===== config.mk =====
export PLATFORM = sky130hd
export DESIGN_NAME = tlb_top
export DESIGN_NICKNAME = d
export VERILOG_FILES = /design/src/verilog/tlb_pkg.sv /design/src/verilog/tlb_dmw_map.sv /design/src/verilog/tlb_entry_array.sv /design/src/verilog/tlb_match.sv /design/src/verilog/tlb_result_stage.sv /design/src/verilog/tlb_top.sv
export SDC_FILE = /design/constraint.sdc
export NUM_CORES = 2
export LEC_CHECK = 0
export BUFFER_PORTS_ARGS = -buffer_cell sky130_fd_sc_hd__buf_2
export CORE_MARGIN = 5
export CORE_UTILIZATION = 55
export CTS_BUF_LIST = sky130_fd_sc_hd__clkbuf_4 sky130_fd_sc_hd__clkbuf_8 sky130_fd_sc_hd__clkbuf_16
export DETAILED_ROUTE_END_ITERATION = 7
export PLACE_DENSITY = 0.71
export SLEW_MARGIN = 20
export SYNTH_ARGS = -nofsm -noshare
export SYNTH_HDL_FRONTEND = slang
export SYNTH_HIERARCHICAL = 1
export SYNTH_SLANG_ARGS = --single-unit
export TNS_END_PERCENT = 30

===== constraint.sdc =====
create_clock -name clk -period 5.7 [get_ports clk]
set_input_delay 0.285 -clock clk [delete_from_list [all_inputs] [get_ports clk]]
set_output_delay 0.285 -clock clk [all_outputs]
set_load 0.01 [all_outputs]

===== src/verilog/tlb_pkg.sv =====
package tlb_pkg;

    localparam int TLBNUM    = 16;
    localparam int TLB_IDX_W = $clog2(TLBNUM);

    // legal page sizes
    localparam logic [5:0] PS_4K = 6'd12;
    localparam logic [5:0] PS_2M = 6'd21;

    localparam logic [1:0] MEM_LOAD  = 2'd0;
    localparam logic [1:0] MEM_STORE = 2'd1;
    localparam logic [1:0] MEM_FETCH = 2'd2;

    // ad_mode is {pg, da}
    localparam logic [1:0] AD_DIRECT = 2'b01;
    localparam logic [1:0] AD_MAPPED = 2'b10;

    // one-hot exception bit positions
    localparam int EXC_REFILL = 0;
    localparam int EXC_PIL    = 1;
    localparam int EXC_PIS    = 2;
    localparam int EXC_PIF    = 3;
    localparam int EXC_PPI    = 4;
    localparam int EXC_PME    = 5;

    typedef struct packed {
        logic [19:0] pfn;
        logic [1:0]  mat;
        logic [1:0]  plv;
        logic        d;
        logic        v;
    } tlb_page_t;

    typedef struct packed {
        logic [18:0] vpn2;
        logic [9:0]  asid;
        logic [5:0]  ps;
        logic        g;
        logic        e;
        tlb_page_t   page0;
        tlb_page_t   page1;
    } tlb_entry_t;

    typedef struct packed {
        logic [31:0] vaddr;
        logic [9:0]  asid;
        logic [1:0]  plv;
        logic [1:0]  mem_type;
    } search_req_t;

    typedef struct packed {
        logic                 hit;
        logic [TLB_IDX_W-1:0] index;
        logic [5:0]           ps;
        tlb_page_t            page;
    } tlb_hit_t;

    typedef struct packed {
        logic       plv0;
        logic       plv3;
        logic [1:0] mat;
        logic [2:0] vseg;
        logic [2:0] pseg;
    } dmw_cfg_t;

    typedef struct packed {
        logic        hit;
        logic [31:0] paddr;
        logic [1:0]  mat;
    } dmw_hit_t;

    typedef struct packed {
        logic        valid;
        logic [31:0] paddr;
        logic [1:0]  mat;
        logic [5:0]  exception;
    } search_rsp_t;

    // vpn2 compare, 2M pages only look at the upper ten bits
    function automatic logic vpn2_hit(tlb_entry_t ent, logic [18:0] vpn2);
        if (ent.ps == PS_2M) begin
            return ent.vpn2[18:9] == vpn2[18:9];
        end
        return ent.vpn2 == vpn2;
    endfunction

endpackage


===== src/verilog/tlb_dmw_map.sv =====
`timescale 1ns/100ps

module tlb_dmw_map
    import tlb_pkg::*;
(
    input  logic [31:0] vaddr,
    input  logic [1:0]  plv,
    input  dmw_cfg_t    dmw0,
    input  dmw_cfg_t    dmw1,
    output dmw_hit_t    result
);

    logic hit0;
    logic hit1;

    function automatic logic win_hit(dmw_cfg_t cfg, logic [1:0] cur_plv, logic [2:0] seg);
        logic plv_ok;
        plv_ok = (cfg.plv0 && cur_plv == 2'd0) || (cfg.plv3 && cur_plv == 2'd3);
        return plv_ok && seg == cfg.vseg;
    endfunction

    assign hit0 = win_hit(dmw0, plv, vaddr[31:29]);
    assign hit1 = win_hit(dmw1, plv, vaddr[31:29]);

    // window 0 first
    always_comb begin
        result.hit = hit0 || hit1;
        if (hit0) begin
            result.paddr = {dmw0.pseg, vaddr[28:0]};
            result.mat   = dmw0.mat;
        end else begin
            result.paddr = {dmw1.pseg, vaddr[28:0]};
            result.mat   = dmw1.mat;
        end
    end

endmodule


===== src/verilog/tlb_entry_array.sv =====
`timescale 1ns/100ps

module tlb_entry_array
    import tlb_pkg::*;
(
    input  logic                    clk,
    input  logic                    reset,
    input  logic                    we,
    input  logic                    fill_mode,
    input  logic [TLB_IDX_W-1:0]    w_index,
    input  logic [TLB_IDX_W-1:0]    f_index,
    input  tlb_entry_t              w_entry,
    input  logic                    inv,
    input  logic [2:0]              inv_op,
    input  logic [31:0]             inv_vaddr,
    input  logic [9:0]              inv_asid,
    input  logic [TLB_IDX_W-1:0]    r_index,
    output tlb_entry_t              r_entry,
    output tlb_entry_t [TLBNUM-1:0] entries
);

    logic [TLB_IDX_W-1:0]    wr_idx;
    tlb_entry_t [TLBNUM-1:0] store_q;
    logic [TLBNUM-1:0]       e_q;
    logic [TLBNUM-1:0]       asid_eq;
    logic [TLBNUM-1:0]       va_eq;
    logic [TLBNUM-1:0]       inv_sel;

    assign wr_idx = fill_mode ? f_index : w_index;

    for (genvar i = 0; i < TLBNUM; i++) begin : g_cmp
        assign asid_eq[i] = store_q[i].asid == inv_asid;
        assign va_eq[i]   = vpn2_hit(store_q[i], inv_vaddr[31:13]);
    end

    // invtlb selection per entry
    always_comb begin
        for (int i = 0; i < TLBNUM; i++) begin
            case (inv_op)
                3'd0, 3'd1: inv_sel[i] = 1'b1;
                3'd2: inv_sel[i] = store_q[i].g;
                3'd3: inv_sel[i] = !store_q[i].g;
                3'd4: inv_sel[i] = !store_q[i].g && asid_eq[i];
                3'd5: inv_sel[i] = !store_q[i].g && asid_eq[i] && va_eq[i];
                3'd6: inv_sel[i] = (store_q[i].g || asid_eq[i]) && va_eq[i];
                default: inv_sel[i] = 1'b0;
            endcase
        end
    end

    always_ff @(posedge clk) begin
        if (we) begin
            store_q[wr_idx] <= w_entry;
        end
    end

    // write beats invalidate on the same entry
    always_ff @(posedge clk) begin
        if (reset) begin
            e_q <= '0;
        end else begin
            for (int i = 0; i < TLBNUM; i++) begin
                if (we && wr_idx == TLB_IDX_W'(i)) begin
                    e_q[i] <= w_entry.e;
                end else if (inv && inv_sel[i]) begin
                    e_q[i] <= 1'b0;
                end
            end
        end
    end

    always_comb begin
        for (int i = 0; i < TLBNUM; i++) begin
            entries[i]   = store_q[i];
            entries[i].e = e_q[i];
        end
    end

    assign r_entry = entries[r_index];

endmodule


===== src/verilog/tlb_match.sv =====
`timescale 1ns/100ps

module tlb_match
    import tlb_pkg::*;
(
    input  tlb_entry_t [TLBNUM-1:0] entries,
    input  logic [18:0]             vpn2,
    input  logic [9:0]              asid,
    input  logic [1:0]              odd_sel,
    output tlb_hit_t                result
);

    logic [TLBNUM-1:0]    match;
    logic [TLB_IDX_W-1:0] idx;
    tlb_entry_t           sel;
    logic                 odd;

    for (genvar i = 0; i < TLBNUM; i++) begin : g_match
        assign match[i] = entries[i].e
                       && vpn2_hit(entries[i], vpn2)
                       && (entries[i].g || entries[i].asid == asid);
    end

    // lowest index wins
    always_comb begin
        idx = '0;
        for (int i = TLBNUM - 1; i >= 0; i--) begin
            if (match[i]) begin
                idx = TLB_IDX_W'(i);
            end
        end
    end

    assign sel = entries[idx];

    // odd half-page bit depends on page size
    assign odd = (sel.ps == PS_2M) ? odd_sel[1] : odd_sel[0];

    always_comb begin
        result.hit   = |match;
        result.index = idx;
        result.ps    = sel.ps;
        result.page  = odd ? sel.page1 : sel.page0;
    end

endmodule


===== src/verilog/tlb_result_stage.sv =====
`timescale 1ns/100ps

module tlb_result_stage
    import tlb_pkg::*;
(
    input  logic        clk,
    input  logic        reset,
    input  logic        en,
    input  search_req_t req,
    input  logic [1:0]  ad_mode,
    input  logic [1:0]  da_mat,
    input  tlb_hit_t    tlb_res,
    input  dmw_hit_t    dmw_res,
    output search_rsp_t rsp
);

    logic        valid_q;
    search_req_t req_q;
    logic [1:0]  mode_q;
    logic [1:0]  da_mat_q;
    tlb_hit_t    tlb_q;
    dmw_hit_t    dmw_q;
    logic [31:0] tlb_paddr;
    logic [5:0]  exc;

    always_ff @(posedge clk) begin
        if (reset) begin
            valid_q <= 1'b0;
        end else begin
            valid_q <= en;
        end
    end

    // direct mode after reset so the response reads as zero
    always_ff @(posedge clk) begin
        if (reset) begin
            req_q    <= '0;
            mode_q   <= AD_DIRECT;
            da_mat_q <= '0;
        end else if (en) begin
            req_q    <= req;
            mode_q   <= ad_mode;
            da_mat_q <= da_mat;
        end
    end

    always_ff @(posedge clk) begin
        if (en) begin
            tlb_q <= tlb_res;
            dmw_q <= dmw_res;
        end
    end

    assign tlb_paddr = (tlb_q.ps == PS_2M) ?
                       {tlb_q.page.pfn[19:9], req_q.vaddr[20:0]} :
                       {tlb_q.page.pfn, req_q.vaddr[11:0]};

    // exception priority, only when the table is used
    always_comb begin
        exc = '0;
        if (mode_q != AD_DIRECT && !dmw_q.hit) begin
            if (!tlb_q.hit) begin
                exc[EXC_REFILL] = 1'b1;
            end else if (!tlb_q.page.v) begin
                if (req_q.mem_type == MEM_LOAD) begin
                    exc[EXC_PIL] = 1'b1;
                end else if (req_q.mem_type == MEM_STORE) begin
                    exc[EXC_PIS] = 1'b1;
                end else begin
                    exc[EXC_PIF] = 1'b1;
                end
            end else if (req_q.plv > tlb_q.page.plv) begin
                exc[EXC_PPI] = 1'b1;
            end else if (req_q.mem_type == MEM_STORE && !tlb_q.page.d) begin
                exc[EXC_PME] = 1'b1;
            end
        end
    end

    always_comb begin
        rsp.valid     = valid_q;
        rsp.exception = exc;
        if (mode_q == AD_DIRECT) begin
            rsp.paddr = req_q.vaddr;
            rsp.mat   = da_mat_q;
        end else if (dmw_q.hit) begin
            rsp.paddr = dmw_q.paddr;
            rsp.mat   = dmw_q.mat;
        end else begin
            rsp.paddr = tlb_paddr;
            rsp.mat   = tlb_q.page.mat;
        end
    end

endmodule


===== src/verilog/tlb_top.sv =====
`timescale 1ns/100ps

module tlb_top
    import tlb_pkg::*;
(
    input  logic                 clk,
    input  logic                 reset,
    input  logic [1:0]           ad_mode,
    input  logic [1:0]           da_mat,
    // fetch and data search ports
    input  logic                 s0_en,
    input  logic                 s1_en,
    input  search_req_t          s0_req,
    input  search_req_t          s1_req,
    output search_rsp_t          s0_rsp,
    output search_rsp_t          s1_rsp,
    input  dmw_cfg_t             dmw0,
    input  dmw_cfg_t             dmw1,
    // write and fill
    input  logic                 we,
    input  logic                 fill_mode,
    input  logic [TLB_IDX_W-1:0] w_index,
    input  logic [TLB_IDX_W-1:0] f_index,
    input  tlb_entry_t           w_entry,
    input  logic [TLB_IDX_W-1:0] r_index,
    output tlb_entry_t           r_entry,
    // tlbsrch
    input  logic [18:0]          s_vpn2,
    input  logic [9:0]           s_asid,
    output logic                 s_hit,
    output logic [TLB_IDX_W-1:0] s_index,
    // invtlb
    input  logic                 inv,
    input  logic [2:0]           inv_op,
    input  logic [31:0]          inv_vaddr,
    input  logic [9:0]           inv_asid
);

    tlb_entry_t [TLBNUM-1:0] entries;
    tlb_hit_t                m0_res;
    tlb_hit_t                m1_res;
    tlb_hit_t                ms_res;
    dmw_hit_t                d0_res;
    dmw_hit_t                d1_res;

    tlb_entry_array i_array (
        .clk       (clk),
        .reset     (reset),
        .we        (we),
        .fill_mode (fill_mode),
        .w_index   (w_index),
        .f_index   (f_index),
        .w_entry   (w_entry),
        .inv       (inv),
        .inv_op    (inv_op),
        .inv_vaddr (inv_vaddr),
        .inv_asid  (inv_asid),
        .r_index   (r_index),
        .r_entry   (r_entry),
        .entries   (entries)
    );

    tlb_match m0 (
        .entries (entries),
        .vpn2    (s0_req.vaddr[31:13]),
        .asid    (s0_req.asid),
        .odd_sel ({s0_req.vaddr[21], s0_req.vaddr[12]}),
        .result  (m0_res)
    );

    tlb_match m1 (
        .entries (entries),
        .vpn2    (s1_req.vaddr[31:13]),
        .asid    (s1_req.asid),
        .odd_sel ({s1_req.vaddr[21], s1_req.vaddr[12]}),
        .result  (m1_res)
    );

    // tlbsrch only needs hit and index
    tlb_match ms (
        .entries (entries),
        .vpn2    (s_vpn2),
        .asid    (s_asid),
        .odd_sel (2'b00),
        .result  (ms_res)
    );

    assign s_hit   = ms_res.hit;
    assign s_index = ms_res.index;

    tlb_dmw_map i_dmw0 (
        .vaddr  (s0_req.vaddr),
        .plv    (s0_req.plv),
        .dmw0   (dmw0),
        .dmw1   (dmw1),
        .result (d0_res)
    );

    tlb_dmw_map i_dmw1 (
        .vaddr  (s1_req.vaddr),
        .plv    (s1_req.plv),
        .dmw0   (dmw0),
        .dmw1   (dmw1),
        .result (d1_res)
    );

    tlb_result_stage i_res0 (
        .clk     (clk),
        .reset   (reset),
        .en      (s0_en),
        .req     (s0_req),
        .ad_mode (ad_mode),
        .da_mat  (da_mat),
        .tlb_res (m0_res),
        .dmw_res (d0_res),
        .rsp     (s0_rsp)
    );

    tlb_result_stage i_res1 (
        .clk     (clk),
        .reset   (reset),
        .en      (s1_en),
        .req     (s1_req),
        .ad_mode (ad_mode),
        .da_mat  (da_mat),
        .tlb_res (m1_res),
        .dmw_res (d1_res),
        .rsp     (s1_rsp)
    );

endmodule

==> metrics.txt <==
# TYPE chip_impl_metric gauge
chip_impl_info{name="hold_path.startpoint",value="s0_req[38]"} 1
chip_impl_info{name="root_buffer",value="clkbuf_16"} 1
chip_impl_metric{name="timing.max_slew.rel_slack",unit="%"} 15.9
chip_impl_metric{name="wl_per_cell",unit="um"} 37.5
chip_impl_info{name="top_layer",value="met5"} 1
chip_impl_metric{name="placedCellCount",unit=""} 12700
chip_impl_metric{name="design.die.area",unit="sq mm"} 0.207
chip_impl_metric{name="insertion_delay",unit="ps"} 870
chip_impl_metric{name="ir_drop_worst_vdd",unit="uV"} 406
chip_impl_info{name="reg2reg_to",value="i_res1/tlb_q[21]"} 1
chip_impl_metric{name="dp_hpwl",unit="um"} 338000
chip_impl_info{name="violations",value="design-rule violations"} 1
chip_impl_metric{name="setup_viol_count_final",unit=""} 0
chip_impl_metric{name="drtPass1Iterations",unit=""} 8
chip_impl_metric{name="yosys_warn_count",unit=""} 6
chip_impl_info{name="outcome",value="finished with violations"} 1
chip_impl_metric{name="syn_inst",unit=""} 9600
chip_impl_metric{name="area_delta_synth_final",unit="%"} 15.9
chip_impl_metric{name="ioPinCount",unit=""} 474
chip_impl_info{name="holdPathEnd",value="i_res0/dmw_q[26]"} 1
chip_impl_metric{name="drtIter0Drc",unit=""} 14600
chip_impl_info{name="worst_r2r_startpoint",value="i_array/entries[433]"} 1
chip_impl_metric{name="drtAntennaViolNets",unit=""} 0
chip_impl_metric{name="grt_max_degree",unit=""} 123
chip_impl_metric{name="drive_above_1_share",unit="%"} 20.9
chip_impl_metric{name="layout.core_utilization",unit="%"} 64.0
chip_impl_info{name="cell_repeated_most_along_the_worst_path",value="buf_4"} 1
chip_impl_metric{name="final.period_utilization",unit="%"} 99.1
chip_impl_info{name="cp-end-kind",value="flip-flop"} 1
chip_impl_info{name="unrepaired_setup_endpoints_after_global_routing",value="no"} 1
chip_impl_metric{name="clk_path_buf_depth",unit=""} 3
chip_impl_metric{name="synth.cell_area",unit="sq mm"} 0.109
chip_impl_info{name="cp-start-kind",value="flip-flop"} 1
chip_impl_metric{name="post_layout_nonfiller_instances",unit=""} 13200
chip_impl_metric{name="path_max_fanout",unit=""} 26
chip_impl_metric{name="groute.usage.overall",unit="%"} 46.3
chip_impl_metric{name="overflow",unit=""} 0
chip_impl_metric{name="standard_cell_area_after_detailed_placement",unit="sq mm"} 0.119
chip_impl_metric{name="drcViolationCount",unit=""} 17
chip_impl_info{name="setup.worst_path.class",value="reg -> reg"} 1
chip_impl_metric{name="finish.net_count",unit=""} 10700
chip_impl_metric{name="fillers",unit=""} 15100
chip_impl_metric{name="critical-path-max-stage-delay",unit="ps"} 610
chip_impl_info{name="series_of_cell_instances_along_the_critical_path",value="xor2_1, nor4_1, a31oi_1, buf_4, or4_4, and2_4, a31oi_4, buf_4, nand2_4, buf_4, nand2_1, nor2_1, nor3_1, buf_4, nor2_1, a221o_1, nand4b_2, mux2i_4, buf_12, mux2_2"} 1
chip_impl_metric{name="wl_met1",unit="um"} 168000
chip_impl_metric{name="leakage",unit="uW"} 0.0448
chip_impl_metric{name="route.met2.wl",unit="um"} 215000
chip_impl_info{name="timing.critical_path.slowest_stage_cell",value="nor3_1"} 1
chip_impl_metric{name="vias_per_cell",unit=""} 6.98
chip_impl_metric{name="grt_antenna_before_repair",unit=""} 43
chip_impl_metric{name="min_cycle_time_layout",unit="ps"} 5650
chip_impl_metric{name="syn_area_per_cell",unit="sq um"} 11.4
chip_impl_metric{name="floorplan.core_area",unit="sq mm"} 0.197
chip_impl_metric{name="reg2reg_setup_slack",unit="ps"} 50
chip_impl_metric{name="dieHeight",unit="um"} 455
chip_impl_metric{name="clock_buffers_created_by_tritoncts",unit=""} 179
chip_impl_metric{name="critPathArrivalTime",unit="ps"} 6260
chip_impl_metric{name="final_area",unit="sq mm"} 0.126
chip_impl_metric{name="power_density_relative_to_cell_area",unit="mW/mm^2"} 238
chip_impl_metric{name="slew_viol_final",unit=""} 0
chip_impl_metric{name="path_clk_slew",unit="ps"} 60
chip_impl_info{name="tritoncts",value="yes"} 1
chip_impl_metric{name="critical_path_required",unit="ps"} 6310
chip_impl_metric{name="postSynthNetCount",unit=""} 9902
chip_impl_metric{name="detailroute.via_count",unit=""} 92300
chip_impl_metric{name="start_util",unit="%"} 55.3
chip_impl_metric{name="wl_met3",unit="um"} 63400
chip_impl_metric{name="maximum_clock_rate",unit="GHz"} 0.177
chip_impl_metric{name="timing.max_cap.violations",unit=""} 0
chip_impl_metric{name="worst_hold_path.num_cells",unit=""} 3
chip_impl_metric{name="cts_max_level",unit=""} 4
chip_impl_metric{name="hold_viol_final",unit=""} 0
chip_impl_info{name="holdCritPathClass",value="in -> reg"} 1
chip_impl_metric{name="tightestPinTransition",unit="ps"} 1260
chip_impl_metric{name="numPortBuffers",unit=""} 460
chip_impl_metric{name="r2r_cells",unit=""} 20
chip_impl_metric{name="num_rows",unit=""} 163
chip_impl_metric{name="gp_congestion",unit=""} 1.05
chip_impl_metric{name="vias_in_the_first_global_route",unit=""} 87900
chip_impl_metric{name="finClkSkew",unit="ps"} 65.1
chip_impl_metric{name="grt_pass1_wl",unit="um"} 677000
chip_impl_metric{name="clock_sink_count",unit=""} 1642
chip_impl_metric{name="cts.repair_timing.setup_buffer_count",unit=""} 0
chip_impl_metric{name="detail_route.wirelength",unit="um"} 496000
chip_impl_metric{name="die_w",unit="um"} 455
[flip-flops by register name (all words and copies together), names as in the netlist]
register         count
i_array/entries   1408
i_res0/req_q        36
i_res1/req_q        36
i_res0/dmw_q        35
i_res1/dmw_q        35
i_res0/tlb_q        33
i_res1/tlb_q        33
i_array/e_q         16
i_res0/da_mat_q      2
i_res0/mode_q        2
i_res1/da_mat_q      2
i_res1/mode_q        2
i_res0/valid_q       1
i_res1/valid_q       1
[cells in the final DEF, fill, tap and decap left out, types with 24 or more instances in the layout]
master,count
or3_1,31
dlygate4sd3_1,165
mux2_2,62
a41o_1,27
mux2_4,40
edfxtp_1,1544
clkinv_2,25
nor4_1,188
a41oi_1,24
a211oi_1,336
nand3_1,225
nor3b_1,40
nor4bb_1,49
nand3b_1,51
xnor2_1,988
nor2_1,431
mux4_2,445
xor2_1,880
clkinv_1,39
diode_2,25
and2_1,123
o21ai_0,100
nand2b_1,26
buf_2,453
buf_4,652
nand4_1,215
buf_12,139
mux2i_1,654
nor3_1,154
clkbuf_16,182
dfxtp_1,98
a21oi_1,481
and3_1,69
clkbuf_4,34
nand2_1,1133
a31oi_1,26
[per-layer routing]
metal  GRT usage, %  vias to the layer above
met4           35.3                       34
li1               -                    37300
met5              0                        -
met2           69.7                     7655
met3           12.5                     1868
met1           57.0                    45500
[worst max-delay path, delay by kind of cell (launching register included)]
kind	cells	cell delay, ps
AO/OA/AOI/OAI	3	630
XOR/XNOR	1	210
buffers and inverters	5	1130
flip-flops	1	520
multiplexers	2	650
AND/OR/NAND/NOR	9	2220
[metrics by stage]
stage / setup slack (ps) / hold slack, ps / power (uW) / setup TNS [ps]
after detailed placement: -269 / 478 / 18000 / -5750
after CTS: 117 / 1.03 / 29900 / 0
after floorplan: 374 / 357 / 16300 / 0
final: 51.3 / 52.7 / 30100 / 0
after global placement: -320 / 466 / 17900 / -7210
after global routing: 15.0 / 7.19 / 30700 / 0
[layout make-up]
| class | instances | area, sq um | share of cell area (%) |
|---|---|---|---|
| antenna | 25 | 62.6 | 0.0495 |
| tap | 2640 | 3300 | 2.61 |
| clock buffer | 228 | 4970 | 3.94 |
| inverter | 26 | 113 | 0.0891 |
| sequential | 1642 | 48300 | 38.2 |
| timing repair buffer | 1416 | 11700 | 9.26 |
| clock inverter | 103 | 1080 | 0.856 |
| multi-input combinational | 7149 | 56800 | 45.0 |
[how the worst max path moves through the flow]
stage | cells after the start | to | slack, ps | start
floorplan | 7 | i_array/e_q[15] | 370 | fill_mode
global placement | 20 | i_res1/tlb_q[16] | -320 | s1_req[35]
detailed placement | 20 | i_res1/tlb_q[24] | -270 | s1_req[35]
CTS | 20 | i_res1/tlb_q[21] | 120 | i_array/entries[1225]
global route | 19 | i_res1/tlb_q[17] | 20 | i_array/entries[1225]
finish | 20 | i_res1/tlb_q[21] | 50 | i_array/entries[433]
[where the power goes]
group / internal (uW) / switching, uW
sequential: 13600 / 370
combinational: 1630 / 2480
clock: 6880 / 5170
[what timing repair did]
item | 4_1_cts | 5_1_grt
gates resized for setup | 0 | 3
setup endpoints to repair | 0 | 35
hold buffers | 165 | 0
endpoints found under the hold margin | 1457 | 0
(Power assumes the default switching activity.)
